===== src/periph_pkg.sv =====
// Types and constants of the counter and gamepad peripherals, imported where they are used
package periph_pkg;

	// Free-running cycle count
	typedef logic [31:0] count_t;

	// Buttons per pad, one per shifted bit
	localparam int PAD_BITS = 8;

	// Button state of one pad
	// 1 means pressed, bit 0 is the first bit out of the pad
	typedef logic [PAD_BITS-1:0] pad_buttons_t;

endpackage


===== src/timebase.sv =====
// System cycle counter and the divider that paces the gamepad scan
`timescale 1ns/100ps

module timebase #(
	parameter int PAD_TICK_DIV = 512
) (
	input  logic               clk_50mhz,
	input  logic               resetn,
	output periph_pkg::count_t count,
	output logic               pad_tick
);
	localparam int DIV_W = $clog2(PAD_TICK_DIV);

	logic [DIV_W-1:0] div_cnt;

	always_ff @(posedge clk_50mhz) begin
		if (!resetn) begin
			count    <= '0;
			div_cnt  <= '0;
			pad_tick <= 1'b0;
		end else begin
			count    <= count + 1'b1;
			pad_tick <= 1'b0;
			// One-cycle pulse every PAD_TICK_DIV clocks
			if (div_cnt == DIV_W'(PAD_TICK_DIV - 1)) begin
				div_cnt  <= '0;
				pad_tick <= 1'b1;
			end else begin
				div_cnt <= div_cnt + 1'b1;
			end
		end
	end

endmodule


===== config.mk =====
export PLATFORM = sky130hd
export DESIGN_NAME = timebase
export DESIGN_NICKNAME = d
export VERILOG_FILES = /design/src/periph_pkg.sv /design/src/timebase.sv
export SDC_FILE = /design/constraint.sdc
export NUM_CORES = 1
export LEC_CHECK = 0
export BUFFER_PORTS_ARGS = -buffer_cell sky130_fd_sc_hd__buf_4
export CORE_ASPECT_RATIO = 1.75
export CORE_MARGIN = 5
export CORE_UTILIZATION = 49
export DETAILED_ROUTE_END_ITERATION = 12
export GPL_TIMING_DRIVEN = 0
export PLACE_DENSITY = 0.75
export RECOVER_POWER = 25
export SLEW_MARGIN = 30
export SYNTH_ARGS = -nofsm -noshare
export SYNTH_HDL_FRONTEND = slang
export SYNTH_SLANG_ARGS = --single-unit

===== constraint.sdc =====
create_clock -name clk_50mhz -period 1.9 [get_ports clk_50mhz]
set_input_delay 0.38 -clock clk_50mhz [delete_from_list [all_inputs] [get_ports clk_50mhz]]
set_output_delay 0.38 -clock clk_50mhz [all_outputs]
set_load 0.01 [all_outputs]

==> metrics.md <==
| Metric | Value |
|---|---|
| Layout cell share with drive strength beyond 1 | 43.90% |
| First drt pass iteration count | 4 |
| First-pass GRT wire length | between 7 and 8 mm |
| R2R depth | 5 |
| IO Count | 35 |
| Utilization after layout | 75.14% |
| Endpoint class of the critical path | flip-flop |
| Drt drc | 0 |
| CTS H-tree lvls | 2 |
| Filler instances | ~260 |
| TNS Setup | 0 ns |
| Wirelength per Cell | about 15 um |
| Iteration-0 DRC Markers | 55 |
| Layout Area Growth over Synthesis | 46.93% |
| Flop pwr share | between 50% and 60% |
| Port buffer count | 34 |
| Hold_buf cts | 0 |
| Yosys Warn Count | 0 |
| Leak pwr | 1.050 nW |
| Initial antenna violation count | 0 |
| Clk root buf | clkbuf_8 |
| Critical Path AT | approximately 2.1 ns |
| CP max FO | 5 |
| Clock group share of total power | 38.5% |
| Critical path required time | 2.13 ns |
| Hold Slack | 0.3239 ns |
| Unique masters post-synth | 30 |
| Worst Max-Slew Pin Slew | 0.5380 ns |
| Total Die Area | between 5000 and 6000 um2 |
| Worst min path class | input port to flip-flop |
| Row cnt | 29 |
| Clock skew | approximately 0.012 ns |
| Clock-pin slew of the registers on the worst-case setup and hold paths | roughly 0.080 ns |
| Initial Util | approximately half |
| Fin nets | just under 300 |
| RD Place Congestion | ~0.8 |
| Vias per inst | roughly 5.6 |
| CTS tree | yes |
| Final setup vio count | 0 |
| Hold path depth | 2 |
| Final Hold Fails | 0 |
| Hold_sp | resetn |
| Worst-case clock buffer depth | 2 |
| Sw frac | 23.28% |
| Place WS | -0.2008 ns |
| Critical Path Start Type | flip-flop |
| Antenna Nets Post-Route | 0 |
| Worst Hold Path EP | count[31] |
| CTS Buf Count | 5 |
| Vias in the first global route | between 1500 and 2000 |
| Post-synthesis average cell area | roughly 9 um2 |
| #FFs+latches synth | 42 |
| Clk Latency, worst-skew pair | roughly 0.30 ns |
| Reg area | roughly 890 um2 |
| Status | complete, no violations |
| R2R Setup Slk | 0.02 ns |
| Internal Pwr Total | between 1 and 1.5 mW |
| Final worst-path cycle share | a little over nine tenths |
| Net Switching | roughly 370 uW |
| Die Y | 91.41 um |
| RSZ-0062 raised after global routing | yes |
| Multi-input logic area | a little over 1000 um2 |
| Pwr Density | 576.0 nW/um2 |
| Core region area | around 3600 um2 |
| R2r endpoint | count[25] |
| Worst setup margin | 0.02101 ns |
| Worst reg2reg startpoint | count[1] |
| Final min period | ~1.9 ns |
| Tot GR Track Use | about a fifth |
| Peak supply drop | between 0.0006 and 0.0007 V |
| CTS Sinks | 42 |
| Post-Synthesis Cell Area | 1856 um2 |
| Mapped Nets | approximately 220 |
| Largest net degree at the start of global routing | 14 |
| Fmax | ~530 MHz |
| Die X | between 50 and 60 um |
| Global route total overflow | 0 |
| Total Wirelength | approximately 5.1 mm |
| Logic pwr share | 4.5% |
| Register area share after synthesis | between 40% and 50% |
| DP Wirelength | ~2.9 mm |
| Antenna Cells | 0 |
| Maxcap violations | 0 |
| Max transition margin | approximately 64% |
| CP Class | flip-flop to flip-flop |
| Fin. max-slew vios | 0 |
| Synth Instances | 210 |
| Vias | roughly 1900 |
[Yosys cell counts, drive strengths merged]
cell type   n  area, um2
a21oi      18      90.09
and2        3      18.77
and3        2      12.51
and4        4      35.03
buf         4      31.27
clkbuf      8      30.03
dfxtp      42      840.8
ha          3      37.54
inv         9      33.78
nand2      10      37.54
nand2b      1      6.260
nand3      12      65.06
nand4       8      56.30
nor2       21      78.83
nor3        3      15.01
nor4        3      18.77
o21a        1      7.510
o21ai       5      25.02
o31a        1      8.760
o31ai      13      97.59
or2         1      6.260
or3         6      37.54
or4        15      116.4
xnor2       8      70.07
xor2        9      78.83
[cell usage in the layout, fill, tap and decap left out, drive strengths merged, types with 2 or more instances in the layout]
master / Yosys / final
dfxtp: 42 / 42
ha: 3 / 3
and3: 2 / 2
xor2: 9 / 9
nand2: 10 / 10
buf: 4 / 76
and2: 3 / 3
or3: 6 / 6
or4: 15 / 15
o31ai: 13 / 13
clkbuf: 8 / 11
and4: 4 / 4
xnor2: 8 / 8
nand4: 8 / 8
inv: 9 / 10
a21oi: 18 / 18
nor4: 3 / 3
o21ai: 5 / 5
nor3: 3 / 3
nand3: 12 / 12
nor2: 21 / 21
[layer usage]
layer  vias up  track usage (%)  wire, um
met1       892            18.02      1786
met4         0            10.69       172
li1        908                -         -
met3        16            4.681       254
met5         -                0         0
met2        60            35.14      2932
[kinds of logic after synthesis]
family / count (synthesis) / synth area share (%)
flops: 42 / 45.31
xor+xnor: 17 / 8.025
buf+inv: 21 / 5.124
simple gates: 89 / 27.17
fa+ha+maj: 3 / 2.023
compound gates: 38 / 12.34
[state kept, by name (all words and copies together), names as in the netlist]
| name | flops |
|---|---|
| count | 32 |
| div_cnt | 9 |
| pad_tick | 1 |
[worst max path at each step]
stage | startpoint | to | slack [ns] | cells after the start
5_1_grt | count[8] | count[25] | -0.06 | 5
4_1_cts | count[11] | count[30] | 0.0008 | 5
6_report | count[1] | count[25] | 0.02 | 5
3_5_place_dp | count[11] | count[24] | -0.20 | 6
2_1_floorplan | count[1] | count[22] | 0.005 | 7
3_3_place_gp | count[11] | count[24] | -0.22 | 6
[repair_timing]
item,in CTS,in global routing
cloned,2,0
gates resized for setup,24,34
buffers inserted,24,10
endpoints found under the setup margin,19,18
hold endpoints to repair,0,0
pin swaps,12,15
[stage by stage]
stage	std cells	area, um2	total power [mW]
finish	333	2726	1.570
global route	333	2726	1.632
CTS	324	2542	1.570
detailed placement	290	2195	0.9791
global placement	290	2195	0.9778
floorplan	210	1882	0.9561
[critical path: stages, from the launching register on]
cell and delay, ns:
dfxtp_4 0.38, nand2_4 0.08, or4_4 0.58, buf_6 0.16, or4_1 0.46, a21oi_1 0.16
[layout make-up]
cell class	instances	area share, %
Buffer	11	3.029
Timing Repair Buffer	70	19.55
Clock buffer	6	3.029
Tap cell	46	2.111
Multi-Input combinational cell	147	37.91
Inverter	9	1.239
Sequential cell	42	32.72
Clock inverter	2	0.4130
[power by group through the flow]
stage	registers (mW)	logic [mW]	clock network, mW
2_1_floorplan	0.927	0.0293	0
3_3_place_gp	0.927	0.0509	0
3_5_place_dp	0.927	0.0525	0
4_1_cts	0.896	0.0635	0.611
5_1_grt	0.898	0.0778	0.656
6_report	0.896	0.0700	0.604
No activity file was read; power rests on OpenSTA's default activity.
