===== src/periph_pkg.sv =====
// Types and constants of the counter and gamepad peripherals, imported where they are used
package periph_pkg;

	// Free-running cycle count
	typedef logic [31:0] count_t;

	// Buttons per pad, one per shifted bit
	localparam int PAD_BITS = 8;

	// Button state of one pad
	// 1 means pressed, bit 0 is the first bit out of the pad
	typedef logic [PAD_BITS-1:0] pad_buttons_t;

endpackage


===== src/bus_pkg.sv =====
// Bus widths, response codes and address map for the AXI4-Lite path, imported by the bus blocks
package bus_pkg;

	// Byte address as seen on AW and AR
	typedef logic [31:0] addr_t;

	// One bus word on W and R
	typedef logic [31:0] data_t;

	// Byte lane enables, one per byte of data_t
	typedef logic [3:0] strb_t;

	// AXI response code on B and R
	typedef logic [1:0] resp_t;

	localparam resp_t RESP_OKAY   = 2'd0;
	localparam resp_t RESP_SLVERR = 2'd2;
	localparam resp_t RESP_DECERR = 2'd3;

	// Scratch RAM region starts here, its size comes from RAM_WORDS
	localparam addr_t RAM_BASE = 32'h0000_0000;

	// Read-only system count
	localparam addr_t COUNTER_ADDR = 32'h0000_1000;

	// Read-only gamepad state, pad 1 in the upper byte
	localparam addr_t PAD_ADDR = 32'h0000_1004;

endpackage

===== src/axil_front.sv =====
// AXI4-Lite slave front end: handshakes, address decode, read mux and response codes
`timescale 1ns/100ps

module axil_front #(
	parameter int RAM_WORDS = 256
) (
	input  logic                           clk_50mhz,
	input  logic                           resetn,

	input  bus_pkg::addr_t                 awaddr,
	input  logic                           awvalid,
	output logic                           awready,
	input  bus_pkg::data_t                 wdata,
	input  bus_pkg::strb_t                 wstrb,
	input  logic                           wvalid,
	output logic                           wready,
	output logic                           bvalid,
	input  logic                           bready,
	output bus_pkg::resp_t                 bresp,
	input  bus_pkg::addr_t                 araddr,
	input  logic                           arvalid,
	output logic                           arready,
	output logic                           rvalid,
	input  logic                           rready,
	output bus_pkg::data_t                 rdata,
	output bus_pkg::resp_t                 rresp,

	output logic [$clog2(RAM_WORDS)-1:0]   ram_index,
	output bus_pkg::data_t                 ram_wdata,
	output bus_pkg::strb_t                 ram_we,
	output logic                           ram_rd,
	input  bus_pkg::data_t                 ram_rdata,

	input  periph_pkg::count_t             count,
	input  periph_pkg::pad_buttons_t       pad0_state,
	input  periph_pkg::pad_buttons_t       pad1_state
);
	import bus_pkg::*;
	import periph_pkg::*;

	localparam int IDX_W = $clog2(RAM_WORDS);
	localparam addr_t RAM_BYTES = addr_t'(RAM_WORDS * 4);

	localparam logic [1:0] REGION_RAM     = 2'd0;
	localparam logic [1:0] REGION_COUNTER = 2'd1;
	localparam logic [1:0] REGION_PAD     = 2'd2;
	localparam logic [1:0] REGION_NONE    = 2'd3;

	typedef enum logic [1:0] {
		S_IDLE,
		S_WRESP,
		S_RWAIT,
		S_RRESP
	} state_t;

	state_t state;

	logic write_accept;
	logic read_accept;
	addr_t sel_addr;
	addr_t sel_off;
	logic [1:0] sel_region;
	logic [1:0] rd_region;
	resp_t wr_resp;
	data_t pad_word;

	// Write wins over a read presented in the same cycle
	assign write_accept = (state == S_IDLE) && awvalid && wvalid;
	assign read_accept  = (state == S_IDLE) && arvalid && !(awvalid && wvalid);

	assign awready = write_accept;
	assign wready  = write_accept;
	assign arready = read_accept;

	assign bvalid = (state == S_WRESP);
	assign rvalid = (state == S_RRESP);

	// One decoder serves whichever channel is being accepted
	assign sel_addr = write_accept ? awaddr : araddr;
	assign sel_off  = sel_addr - RAM_BASE;

	always_comb begin
		if (sel_off < RAM_BYTES) begin
			sel_region = REGION_RAM;
		end else if (sel_addr[31:2] == COUNTER_ADDR[31:2]) begin
			sel_region = REGION_COUNTER;
		end else if (sel_addr[31:2] == PAD_ADDR[31:2]) begin
			sel_region = REGION_PAD;
		end else begin
			sel_region = REGION_NONE;
		end
	end

	// Read-only registers refuse writes with SLVERR
	always_comb begin
		case (sel_region)
			REGION_RAM:  wr_resp = RESP_OKAY;
			REGION_NONE: wr_resp = RESP_DECERR;
			default:     wr_resp = RESP_SLVERR;
		endcase
	end

	assign ram_index = sel_off[IDX_W+1:2];
	assign ram_wdata = wdata;
	assign ram_we    = (write_accept && sel_region == REGION_RAM) ? wstrb : '0;
	assign ram_rd    = read_accept && sel_region == REGION_RAM;

	always_comb begin
		pad_word = '0;
		pad_word[0 +: PAD_BITS] = pad0_state;
		pad_word[PAD_BITS +: PAD_BITS] = pad1_state;
	end

	always_ff @(posedge clk_50mhz) begin
		if (!resetn) begin
			state <= S_IDLE;
		end else begin
			case (state)
				S_IDLE: begin
					if (write_accept) begin
						state <= S_WRESP;
					end else if (read_accept) begin
						state <= S_RWAIT;
					end
				end
				S_WRESP: begin
					if (bready) begin
						state <= S_IDLE;
					end
				end
				// RAM data arrives here, one cycle after the strobe
				S_RWAIT: begin
					state <= S_RRESP;
				end
				S_RRESP: begin
					if (rready) begin
						state <= S_IDLE;
					end
				end
				default: begin
					state <= S_IDLE;
				end
			endcase
		end
	end

	always_ff @(posedge clk_50mhz) begin
		if (write_accept) begin
			bresp <= wr_resp;
		end
		if (read_accept) begin
			rd_region <= sel_region;
		end
		if (state == S_RWAIT) begin
			case (rd_region)
				REGION_RAM:     rdata <= ram_rdata;
				REGION_COUNTER: rdata <= count;
				REGION_PAD:     rdata <= pad_word;
				default:        rdata <= '0;
			endcase
			rresp <= (rd_region == REGION_NONE) ? RESP_DECERR : RESP_OKAY;
		end
	end

endmodule


===== config.mk =====
export PLATFORM = sky130hd
export DESIGN_NAME = axil_front
export DESIGN_NICKNAME = d
export VERILOG_FILES = /design/src/periph_pkg.sv /design/src/bus_pkg.sv /design/src/axil_front.sv
export SDC_FILE = /design/constraint.sdc
export NUM_CORES = 1
export LEC_CHECK = 0
export BUFFER_PORTS_ARGS = -buffer_cell sky130_fd_sc_hd__buf_2
export CORE_AREA = 2 2 106 108
export CTS_CLUSTER_SIZE = 24
export DETAILED_ROUTE_END_ITERATION = 7
export DIE_AREA = 0 0 108 110
export GPL_TIMING_DRIVEN = 0
export SLEW_MARGIN = 5
export SYNTH_ARGS = -nofsm -noshare
export SYNTH_HDL_FRONTEND = slang
export SYNTH_SLANG_ARGS = --single-unit

===== constraint.sdc =====
create_clock -name clk_50mhz -period 2.3 [get_ports clk_50mhz]
set_input_delay 0.115 -clock clk_50mhz [delete_from_list [all_inputs] [get_ports clk_50mhz]]
set_output_delay 0.115 -clock clk_50mhz [all_outputs]
set_load 0.01 [all_outputs]

==> out/summary.txt <==
kind of cell adding the most delay to the critical path - simple AND/OR/NAND/NOR gates
Mapped Area - 2411 µm²
vias per std cell - 4.149
Root Driver - clkbuf_8
# rows - 38
Num CTS Buffers - 5
Post-DRT Antenna Nets - 0
I/O Buffers - 236
crit-path max cell delay - 400 ps
commonest cells in the netlist - edfxtp_1, buf_4, mux2i_1
WP buf/inv - 1
Fin. Hold Viols - 0
Area after DPL - 3775 µm²
first-pass GRT wire length - 11250 µm
gr ovfl total - 0
die area - 11880 µm²
DRC Markers - 0
peak supply drop - 0.0002408 V
fmax - 476.8 MHz
gr usage total - 0.1222
Max-slew headroom - 0.4013
sequential element share of the synthesized area - 0.4774
Hold WC Path Type - in2reg
FF-to-FF path depth - 4
Tightest Pin Transition - 896.1 ps
Cell Pwr Density - 481.8 nW/µm²
final RePlAce weighted congestion - 0.7124
Die Wd - 108 µm
Synth Register Bits - 39
Synth area leader - edfxtp_1
worst hold start - resetn
dpl hpwl - 6785 µm
dpl ws - 191.6 ps
post-layout util - 0.3648
critical path endpoint category - output pin
Clock Tree Buf Depth - 2
hold path endpoint - state[1]
# hold bufs at CTS - 0
fin nets - 656
syn_area_per_cell - 10.67 µm²
maxcap violations - 0
FF-to-FF setup slack - 380 ps
Ys Warns - 0
initial core utilization - 0.2254
CTS sink count - 39
CP Class - reg2out
CP Data Required Time - 2180 ps
status - completed
Ports - 273
critical path startpoint - state[1]
layout cells sized above 1 - 0.6340
Synth cell types - 31
RSZ-0062 raised after global routing - false
Setup violations, final - 0
H-Tree Depth - 2
ys async rst share - 0
clk_lat worst skew - 290 ps
CTS tree - yes
Post-synth EDFFs - 37
top cells by area, synth - edfxtp_1, mux2i_1, buf_4
worst hold margin - 39.26 ps
largest net degree at the start of global routing - 34
Mapped Cells - 226
Clock transition at path regs - 80 ps
Core ar. - 10700 µm²
Inserted Diodes - 0
crit path max fanout - 8
Leakage - 2.040 nW
Reg-to-Reg End - rdata[27]
Yosys top cell area share - 0.4608
total negative setup slack - 0 ps
DR iter-0 viols - 76
Critical Path AT - 1980 ps
TritonRoute pass-1 iters - 4
worst r2r src - rd_region[1]
worst setup margin - 202.8 ps
critical path cell sequence - and4bb_2, nor4_1, a31oi_1, nor2_2, and2_1, buf_2
cell depth of the worst hold path - 2
total number of vias - 2531
initial antenna violation count - 0
cell with the most instances after synthesis - edfxtp_1
top_reg_cell synth - edfxtp_1
synth-to-layout area growth - 61.86%
syn nets - 413
post-layout minimum cycle time - 2097 ps
CP max-delay cell - and4bb_2
final WL - 8000 µm
Slew Limit Fails - 0
vias in the first global route - 2453
DR WL/cell - 13.11 µm
period utilisation layout - 0.9118
CP Launch Type - register
Max Clock Skew - 10.02 ps
Die Span Y - 110 µm
design area - 3902 µm²
[placed cells by master, fill, tap and decap left out, types with 6 or more instances in the layout]
cell / count
clkbuf_1: 6
o21ai_0: 17
buf_2: 238
mux2_2: 8
and2_1: 8
nor2_1: 22
or4_1: 8
edfxtp_1: 37
mux2i_1: 32
buf_4: 34
nand2_1: 16
[through the flow]
stage,cells,total power [W]
floorplan,226,0.001079
global placement,602,0.001321
detailed placement,602,0.001330
CTS,610,0.001922
global route,610,0.001986
finish,610,0.001880
[final cells by class]
cell class	count	area (µm²)
fill	1104	6795
timing repair buffer	236	1181
sequential	39	1152
multi-input combinational	140	969.7
buffer	45	304.0
tap	140	175.2
clock buffer	5	68.82
clock inverter	3	43.79
inverter	2	7.507
[cell families (layout without fill, tap and decap cells)]
group                  after synthesis  in the layout  share of synthesized area
AOI/OAI and AO/OA                   25             25                    0.05397
DFF                                 39             39                     0.4774
and+or+nand+nor                     75             75                     0.1707
muxes                               40             40                     0.1702
buffers and inverters               47            291                     0.1277
[how the worst max path moves through the flow]
stage	cells past startpoint	to
CTS	6	ram_we[0]
floorplan	1	rdata[0]
global placement	1	rdata[11]
finish	6	ram_we[0]
global route	6	ram_rd
detailed placement	6	rdata[10]
[metal layers]
metal | global-route usage | vias to the layer above | part of all wire
met3 | 0.02587 | 8 | 0.089
li1 | - | 1260 | -
met4 | 0.04670 | 0 | 0.018
met2 | 0.2385 | 147 | 0.52
met5 | 0 | - | 0
met1 | 0.1275 | 1116 | 0.37
[where the power goes]
| group | leakage [nW] | total [W] | switching [W] | internal, W |
|---|---|---|---|---|
| clock | 0.0581 | 0.000573 | 0.000250 | 0.000323 |
| sequential | 0.356 | 0.000863 | 0.0000207 | 0.000842 |
| combinational | 1.63 | 0.000445 | 0.000205 | 0.000240 |
| total | 2.04 | 0.00188 | 0.000475 | 0.00141 |
[sequential cells by signal, indices dropped and copies added (netlist names)]
name / cells
state: 2
rresp: 1
rdata: 32
rd_region: 2
bresp: 2
[repair_timing]
item,in CTS,in global routing
gates resized for setup,0,6
endpoints found under the setup margin,0,10
buffers inserted,0,0
Note: power is estimated with default switching activity, not from simulation.
