$ cat config.mk
export PLATFORM = sky130hd
export DESIGN_NAME = pad_reader
export DESIGN_NICKNAME = d
export VERILOG_FILES = /design/src/periph_pkg.sv /design/src/pad_reader.sv
export SDC_FILE = /design/constraint.sdc
export NUM_CORES = 1
export LEC_CHECK = 0
export BUFFER_PORTS_ARGS = -buffer_cell sky130_fd_sc_hd__buf_2
export CAP_MARGIN = 20
export CORE_MARGIN = 1.5
export CORE_UTILIZATION = 58
export CTS_CLUSTER_SIZE = 24
export DETAILED_ROUTE_END_ITERATION = 10
export GPL_TIMING_DRIVEN = 1
export PLACE_DENSITY = 0.83
export SYNTH_ARGS = -nofsm -noshare
export SYNTH_HDL_FRONTEND = slang
export SYNTH_SLANG_ARGS = --single-unit
$ cat constraint.sdc
create_clock -name clk_50mhz -period 3.52 [get_ports clk_50mhz]
set_input_delay 0.528 -clock clk_50mhz [delete_from_list [all_inputs] [get_ports clk_50mhz]]
set_output_delay 0.528 -clock clk_50mhz [all_outputs]
set_load 0.005 [all_outputs]
$ cat src/periph_pkg.sv
// Types and constants of the counter and gamepad peripherals, imported where they are used
package periph_pkg;

	// Free-running cycle count
	typedef logic [31:0] count_t;

	// Buttons per pad, one per shifted bit
	localparam int PAD_BITS = 8;

	// Button state of one pad
	// 1 means pressed, bit 0 is the first bit out of the pad
	typedef logic [PAD_BITS-1:0] pad_buttons_t;

endpackage

$ cat src/pad_reader.sv
// Gamepad scanner: latches both pads, clocks out their bits on pad_tick and holds the result
`timescale 1ns/100ps

module pad_reader (
	input  logic                     clk_50mhz,
	input  logic                     resetn,
	input  logic                     pad_tick,

	input  logic                     pad0_data,
	input  logic                     pad1_data,
	output logic                     pad0_latch,
	output logic                     pad0_clock,
	output logic                     pad1_latch,
	output logic                     pad1_clock,

	output periph_pkg::pad_buttons_t pad0_state,
	output periph_pkg::pad_buttons_t pad1_state
);
	import periph_pkg::*;

	localparam int BIT_W = $clog2(PAD_BITS);

	typedef enum logic [1:0] {
		S_LATCH,
		S_UNLATCH,
		S_SAMPLE,
		S_RELEASE
	} state_t;

	state_t state;

	logic [BIT_W-1:0] bit_cnt;
	logic latch;
	logic clock;
	pad_buttons_t shift0;
	pad_buttons_t shift1;

	// Both pads share the same latch and clock timing
	assign pad0_latch = latch;
	assign pad1_latch = latch;
	assign pad0_clock = clock;
	assign pad1_clock = clock;

	always_ff @(posedge clk_50mhz) begin
		if (!resetn) begin
			state      <= S_LATCH;
			bit_cnt    <= '0;
			latch      <= 1'b0;
			clock      <= 1'b0;
			pad0_state <= '0;
			pad1_state <= '0;
		end else if (pad_tick) begin
			case (state)
				S_LATCH: begin
					latch <= 1'b1;
					state <= S_UNLATCH;
				end
				S_UNLATCH: begin
					latch   <= 1'b0;
					bit_cnt <= '0;
					state   <= S_SAMPLE;
				end
				// Rising pad clock moves the pads on to their next bit
				S_SAMPLE: begin
					clock <= 1'b1;
					state <= S_RELEASE;
				end
				S_RELEASE: begin
					clock <= 1'b0;
					if (bit_cnt == BIT_W'(PAD_BITS - 1)) begin
						pad0_state <= shift0;
						pad1_state <= shift1;
						state      <= S_LATCH;
					end else begin
						bit_cnt <= bit_cnt + 1'b1;
						state   <= S_SAMPLE;
					end
				end
				default: begin
					state <= S_LATCH;
				end
			endcase
		end
	end

	// Pad data is active low, first bit ends up in bit 0
	always_ff @(posedge clk_50mhz) begin
		if (pad_tick && state == S_SAMPLE) begin
			shift0 <= {~pad0_data, shift0[PAD_BITS-1:1]};
			shift1 <= {~pad1_data, shift1[PAD_BITS-1:1]};
		end
	end

endmodule

==> results of run 1 <==
==> metrics by stage <==
step	instances	util, %	hold WS, ps	setup slack, ps	total power (W)
2_1_floorplan	128	-	426	1820	0.000517
4_1_cts	177	69.6	402	1910	0.000739
6_report	177	69.6	413	1930	0.000730
3_3_place_gp	169	67.3	430	2000	0.000522
5_1_grt	177	69.6	402	1780	0.000764
3_5_place_dp	169	67.3	436	1940	0.000524
==> state kept, by name, summed over array words and instances (netlist names) <==
name        flops
bit_cnt         3
shift1          8
pad0_clock      1
state           2
shift0          8
pad0_state      8
pad0_latch      1
pad1_state      8
==> critical path: stages, from the launching register on <==
cell and delay (ps):
dfxtp_1 360, ha_1 190, ha_1 200, nand4_4 380, nand3_1 230, o21ai_0 110
==> placed cells by master, fill, tap and decap left out, types with 2 or more instances in the layout <==
master,netlist,final
and2_1,2,2
nand2_1,21,21
dfxtp_1,23,23
clkbuf_4,0,5
ha_1,3,3
edfxtp_1,16,16
nand3_1,17,17
buf_2,4,24
inv_1,2,2
o21ai_2,3,3
mux2i_1,3,3
o21ai_0,6,6
o21ai_1,8,8
nand4_1,2,2
==> cell type report <==
type,instances,share of cell area [%]
inverter,3,0.704
clock buffer,6,2.58
tap,28,2.19
multi-input combinational,74,26.9
sequential,39,58.8
timing repair buffer,25,7.98
clock inverter,2,0.782
==> metal layers <==
metal | track usage, % | share of wire (%) | wire [um] | vias to the layer above
met3 | 5.93 | 4.7 | 111 | 5
met2 | 32.1 | 49 | 1140 | 24
met4 | 12.8 | 1.9 | 44 | 0
li1 | - | - | - | 482
met5 | 0 | 0 | 0 | -
met1 | 22.1 | 45 | 1050 | 440
==> worst paths after layout <==
| path | startpoint | endpoint | slack [ps] | cells past startpoint |
|---|---|---|---|---|
| hold reg to reg | pad1_state[6]$_SDFFE_PN0P_ | pad1_state[6]$_SDFFE_PN0P_ | 460 | 2 |
| hold / removal | pad1_data | shift1[7]$_DFFE_PP_ | 410 | 2 |
| setup reg to reg | bit_cnt[0]$_SDFFE_PN0P_ | pad1_state[1]$_SDFFE_PN0P_ | 1930 | 5 |
| setup / recovery | bit_cnt[0]$_SDFFE_PN0P_ | pad1_state[1]$_SDFFE_PN0P_ | 1930 | 5 |
==> power by group <==
part           internal [W]  switching (W)  total (W)
logic             0.0000111      0.0000172  0.0000284
registers          0.000477     0.00000863   0.000485
clock network     0.0000771       0.000140   0.000217
==> cells by family after synthesis <==
kind of cell / count (synthesis)
AOI/OAI and AO/OA: 20
xor gates and xnor gates: 1
buffers and inverters: 15
muxes: 3
adders and majority gates: 3
and+or+nand+nor: 47
DFF: 39
==> flow_metrics.env, run 1 <==
export IMPL_synthSimpleGateAreaFrac_pct=16.3
export IMPL_crit_path_max_fanout=33
export IMPL_post_cts_buffers=0
export IMPL_wirelength_mm=2.34
export IMPL_io_pins=25
export IMPL_synth_area_leaders="edfxtp_1 (33%), dfxtp_1 (32%), nand3_1 (5.8%)"
export IMPL_dr_first_iter_drc_count=20
export IMPL_arrival_ps=1810
export IMPL_synthTopCellsByCount="dfxtp_1 (23), nand2_1 (21), nand3_1 (17)"
export IMPL_hold_viol=0
export IMPL_cts_buffer_depth=2
export IMPL_clock_skew_ps=8.54
export IMPL_synth_top_family_by_area="simple AND/OR/NAND/NOR gates"
export IMPL_yosysSeqAreaShare_pct=64.7
export IMPL_grt_pass1_vias=859
export IMPL_synth_area_um2=1460
export IMPL_die_height_um=53.1
export IMPL_grt_max_degree=43
export IMPL_post_drt_wl_per_cell_um=13.2
export IMPL_muxShareOfSynthArea_pct=2.06
export IMPL_tightestPinTransition_ps=676
export IMPL_die_w_um=53.1
export IMPL_synth_top_area_share_pct=33.0
export IMPL_seqCellArea_um2=941
export IMPL_worst_skew_pair_late_latency_ps=340
export IMPL_yosysTopAreaCell="edfxtp_1"
export IMPL_dpl_cell_area_um2=1550
export IMPL_synth_cell_types=26
export IMPL_setup_tns_ps=0
export IMPL_grt_ovfl_total=0
export IMPL_hp_class="primary input to flip-flop"
export IMPL_synth_nets=136
export IMPL_status="completed"
export IMPL_cts_made_buffers=5
export IMPL_worstPathRequired_ps=3740
export IMPL_fillers=172
export IMPL_place_congestion=0.731
export IMPL_grt_usage_pct=19.6
export IMPL_drc=0
export IMPL_antenna_cells=0
export IMPL_cts_resized=0
export IMPL_place_hpwl_mm=1.51
export IMPL_cap_violations=0
export IMPL_ctsRootBufferMaster="clkbuf_4"
export IMPL_finalCritPeriodShare_pct=45.1
export IMPL_num_rows=17
export IMPL_start_kind="flip-flop"
export IMPL_grt_first_pass_wirelength_mm=3.68
export IMPL_min_period_ps=1590
export IMPL_cp_end_kind="flip-flop"
export IMPL_synth_top_flop_cell="dfxtp_1"
export IMPL_dr_pass1_iters=4
export IMPL_synth_edf_count=16
export IMPL_place_port_buffers=24
export IMPL_die_area_um2=2820
export IMPL_final_max_slew_viol_count=0
export IMPL_cts_tree="yes"
export IMPL_nets=156
export IMPL_synthArstFlopShare_pct=0
export IMPL_vias_per_cell=5.37
export IMPL_syn_instance_count=128
export IMPL_ant_nets=0
export IMPL_antenna_found_initial=0
export IMPL_path_class="flip-flop to flip-flop"
export IMPL_setup_viol=0
export IMPL_rsz0062_at_grt="false"
export IMPL_cts_hold_buffers_added=0
export IMPL_irDropWorstVdd_uv=382
export IMPL_clk_pin_slew_ps=110
export IMPL_multi_input_area_um2=430
export IMPL_stdcell_area_um2=1600
export IMPL_synth_fa_ha_area_share_pct=2.58
export IMPL_slew_headroom_pct=55.0
export IMPL_yosys_cell_count_top_type="dfxtp_1"
export IMPL_powerDensity_nw_per_um2=457
export IMPL_synth_compound_area_share_pct=8.00
export IMPL_synth_xor_area_share_pct=0.602
export IMPL_yosys_warnings=0
export IMPL_htreeDepth=2
export IMPL_dr_total_vias=951
export IMPL_core_area_um2=2300
export IMPL_synth_seq_cells=39
export IMPL_fmax_mhz=630
export IMPL_initial_core_util_pct=63.3
export IMPL_syn_to_final_growth_pct=9.89
export IMPL_cts_sinks=39
export IMPL_syn_area_per_cell_um2=11.4
export IMPL_power_leakage_nw=0.677
export IMPL_layout_drive_gt1_share_pct=24.8
Power figures use the tool's default switching activity.
==> run 2, diff against run 1 <==
--- a/config.mk
+++ b/config.mk
@@ -8,11 +8,11 @@
 export BUFFER_PORTS_ARGS = -buffer_cell sky130_fd_sc_hd__buf_2
 export CAP_MARGIN = 20
 export CORE_MARGIN = 1.5
-export CORE_UTILIZATION = 58
+export CORE_UTILIZATION = 53
 export CTS_CLUSTER_SIZE = 24
 export DETAILED_ROUTE_END_ITERATION = 10
 export GPL_TIMING_DRIVEN = 1
-export PLACE_DENSITY = 0.83
+export PLACE_DENSITY = 0.77
 export SYNTH_ARGS = -nofsm -noshare
 export SYNTH_HDL_FRONTEND = slang
 export SYNTH_SLANG_ARGS = --single-unit
==> constraint.sdc (replaced) <==
create_clock -name clk_50mhz -period 1.6 [get_ports clk_50mhz]
set_input_delay 0.24 -clock clk_50mhz [delete_from_list [all_inputs] [get_ports clk_50mhz]]
set_output_delay 0.24 -clock clk_50mhz [all_outputs]
set_load 0.005 [all_outputs]
==> run 2 against run 1 <==
Net effect: first-iteration DRC count down 30%; clock skew shrank 2.6 ps; critical endpoint is now pad1_state[2]$_SDFFE_PN0P_; core utilization shrank 3.8 points; largest cell class unchanged.
==> flow_metrics.env, run 2 (synthesis results as in run 1) <==
export IMPL_grt_max_degree=34
export IMPL_cts_made_buffers=5
export IMPL_hp_class="primary input to flip-flop"
export IMPL_cts_hold_buffers_added=0
export IMPL_final_common_cell="buf_2"
export IMPL_reg2reg_depth=5
export IMPL_final_cell_mix="buf_2 (24), dfxtp_1 (23), nand2_1 (21)"
export IMPL_grt_pass1_vias=831
export IMPL_htreeDepth=2
export IMPL_worst_slack_ps=124
export IMPL_powerDensity_nw_per_um2=1080
export IMPL_initial_core_util_pct=57.2
export IMPL_crit_path_max_fanout=17
export IMPL_met2_usage_pct=24.8
export IMPL_cts_tree="yes"
export IMPL_grt_ovfl_total=0
export IMPL_die_height_um=55.4
export IMPL_ctsRootBufferMaster="clkbuf_4"
export IMPL_antenna_found_initial=0
export IMPL_post_place_ws_ps=11.9
export IMPL_post_drt_wl_per_cell_um=13.8
export IMPL_antenna_cells=0
export IMPL_power_leakage_nw=0.705
export IMPL_path_class="flip-flop to flip-flop"
export IMPL_num_rows=18
export IMPL_finalCritPeriodShare_pct=92.2
export IMPL_grtUsageMet3_pct=6.56
export IMPL_setup_viol=0
export IMPL_worst_skew_pair_late_latency_ps=350
export IMPL_die_w_um=55.4
export IMPL_tightestPinTransition_ps=499
export IMPL_vias_per_cell=5.34
export IMPL_cts_buffer_depth=2
export IMPL_timing_rr_end="pad1_state[2]$_SDFFE_PN0P_"
export IMPL_post_cts_buffers=0
export IMPL_place_hpwl_mm=1.43
export IMPL_grt_util_met1_pct=19.2
export IMPL_cp_end_kind="flip-flop"
export IMPL_fin_hold_ws_ps=118
export IMPL_place_congestion=0.662
export IMPL_io_pins=25
export IMPL_dr_pass1_iters=4
export IMPL_wirelength_mm=2.50
export IMPL_grt_busiest_layer="met2"
export IMPL_arrival_ps=1720
export IMPL_worstPathRequired_ps=1840
export IMPL_clock_skew_ps=5.93
export IMPL_irDropWorstVdd_uv=898
export IMPL_fmax_mhz=678
export IMPL_whs_path_depth=2
export IMPL_drc=0
export IMPL_min_from="pad0_data"
export IMPL_min_period_ps=1480
export IMPL_clk_pin_slew_ps=120
export IMPL_place_port_buffers=24
export IMPL_reg2reg_from="bit_cnt[0]$_SDFFE_PN0P_"
export IMPL_cap_violations=0
export IMPL_start_kind="flip-flop"
export IMPL_hold_viol=0
export IMPL_final_max_slew_viol_count=0
export IMPL_layout_drive_gt1_share_pct=27.8
export IMPL_ff2ff_setup_slack_ps=120
export IMPL_slew_headroom_pct=66.7
export IMPL_fillers=192
export IMPL_core_area_um2=2540
export IMPL_holdPathEnd="shift0[7]$_DFFE_PP_"
export IMPL_dr_total_vias=967
export IMPL_ant_nets=0
export IMPL_grt_first_pass_wirelength_mm=3.68
export IMPL_cts_resized=0
export IMPL_cts_sinks=39
export IMPL_grt_usage_pct=15.9
export IMPL_setup_tns_ps=0
export IMPL_syn_to_final_growth_pct=15.1
export IMPL_die_area_um2=3070
export IMPL_status="completed"
export IMPL_dr_first_iter_drc_count=14
export IMPL_nets=158
export IMPL_rsz0062_at_grt="false"
[run 2: changes by cell type in the layout (fill, tap and decap cells not counted), sizes merged]
cell,change
buf,+1
nand4,+1
bufinv,+1
clkinv,+1
clkbuf,-1
clkinvlp,-1
[run 2: worst max-delay path by stage]
stage,start,end,slack (ps)
final,bit_cnt[0]$_SDFFE_PN0P_,pad1_state[2]$_SDFFE_PN0P_,120
after global routing,bit_cnt[0]$_SDFFE_PN0P_,pad1_state[2]$_SDFFE_PN0P_,30
after CTS,bit_cnt[0]$_SDFFE_PN0P_,pad1_state[2]$_SDFFE_PN0P_,1
after detailed placement,bit_cnt[0]$_SDFFE_PN0P_,pad1_state[2]$_SDFFE_PN0P_,10
after global placement,bit_cnt[0]$_SDFFE_PN0P_,state[1]$_SDFFE_PN0P_,80
after floorplan,state[1]$_SDFFE_PN0P_,shift0[0]$_DFFE_PP_,210
[run 2: through the flow]
| stage | util [%] | instance area (um2) | power [W] | std cells |
|---|---|---|---|---|
| floorplan | - | 1460 | 0.00114 | 128 |
| global placement | 61.7 | 1570 | 0.00116 | 172 |
| detailed placement | 61.7 | 1570 | 0.00116 | 172 |
| CTS | 64.9 | 1650 | 0.00182 | 180 |
| global route | 65.8 | 1680 | 0.00187 | 181 |
| finish | 65.8 | 1680 | 0.00180 | 181 |
[run 2: layout make-up]
class | instances | area [um2] | area share, %
multi-input combinational | 75 | 457 | 27.3
timing repair buffer | 26 | 148 | 8.81
clock buffer | 5 | 37.5 | 2.24
tap | 30 | 37.5 | 2.24
clock inverter | 3 | 43.8 | 2.61
sequential | 39 | 941 | 56.2
inverter | 3 | 11.3 | 0.672
[run 2: metal layers]
layer  routed length, um  vias up
met5                   0        -
met4                  27        0
met3                 125        4
met2                1220       23
met1                1130      452
li1                    -      488
[run 2: worst max-delay path: stages, from the launching register on]
cell and delay [ps]:
dfxtp_1 380, ha_1 190, ha_2 250, nand4_4 260, nand3_1 180, o21ai_0 100
[run 2: report_power, final]
| group | switching [W] | leakage [nW] | total, W | internal, W |
|---|---|---|---|---|
| sequential | 0.0000233 | 0.331 | 0.00107 | 0.00105 |
| combinational | 0.0000399 | 0.329 | 0.0000697 | 0.0000298 |
| clock | 0.000331 | 0.0452 | 0.000660 | 0.000329 |
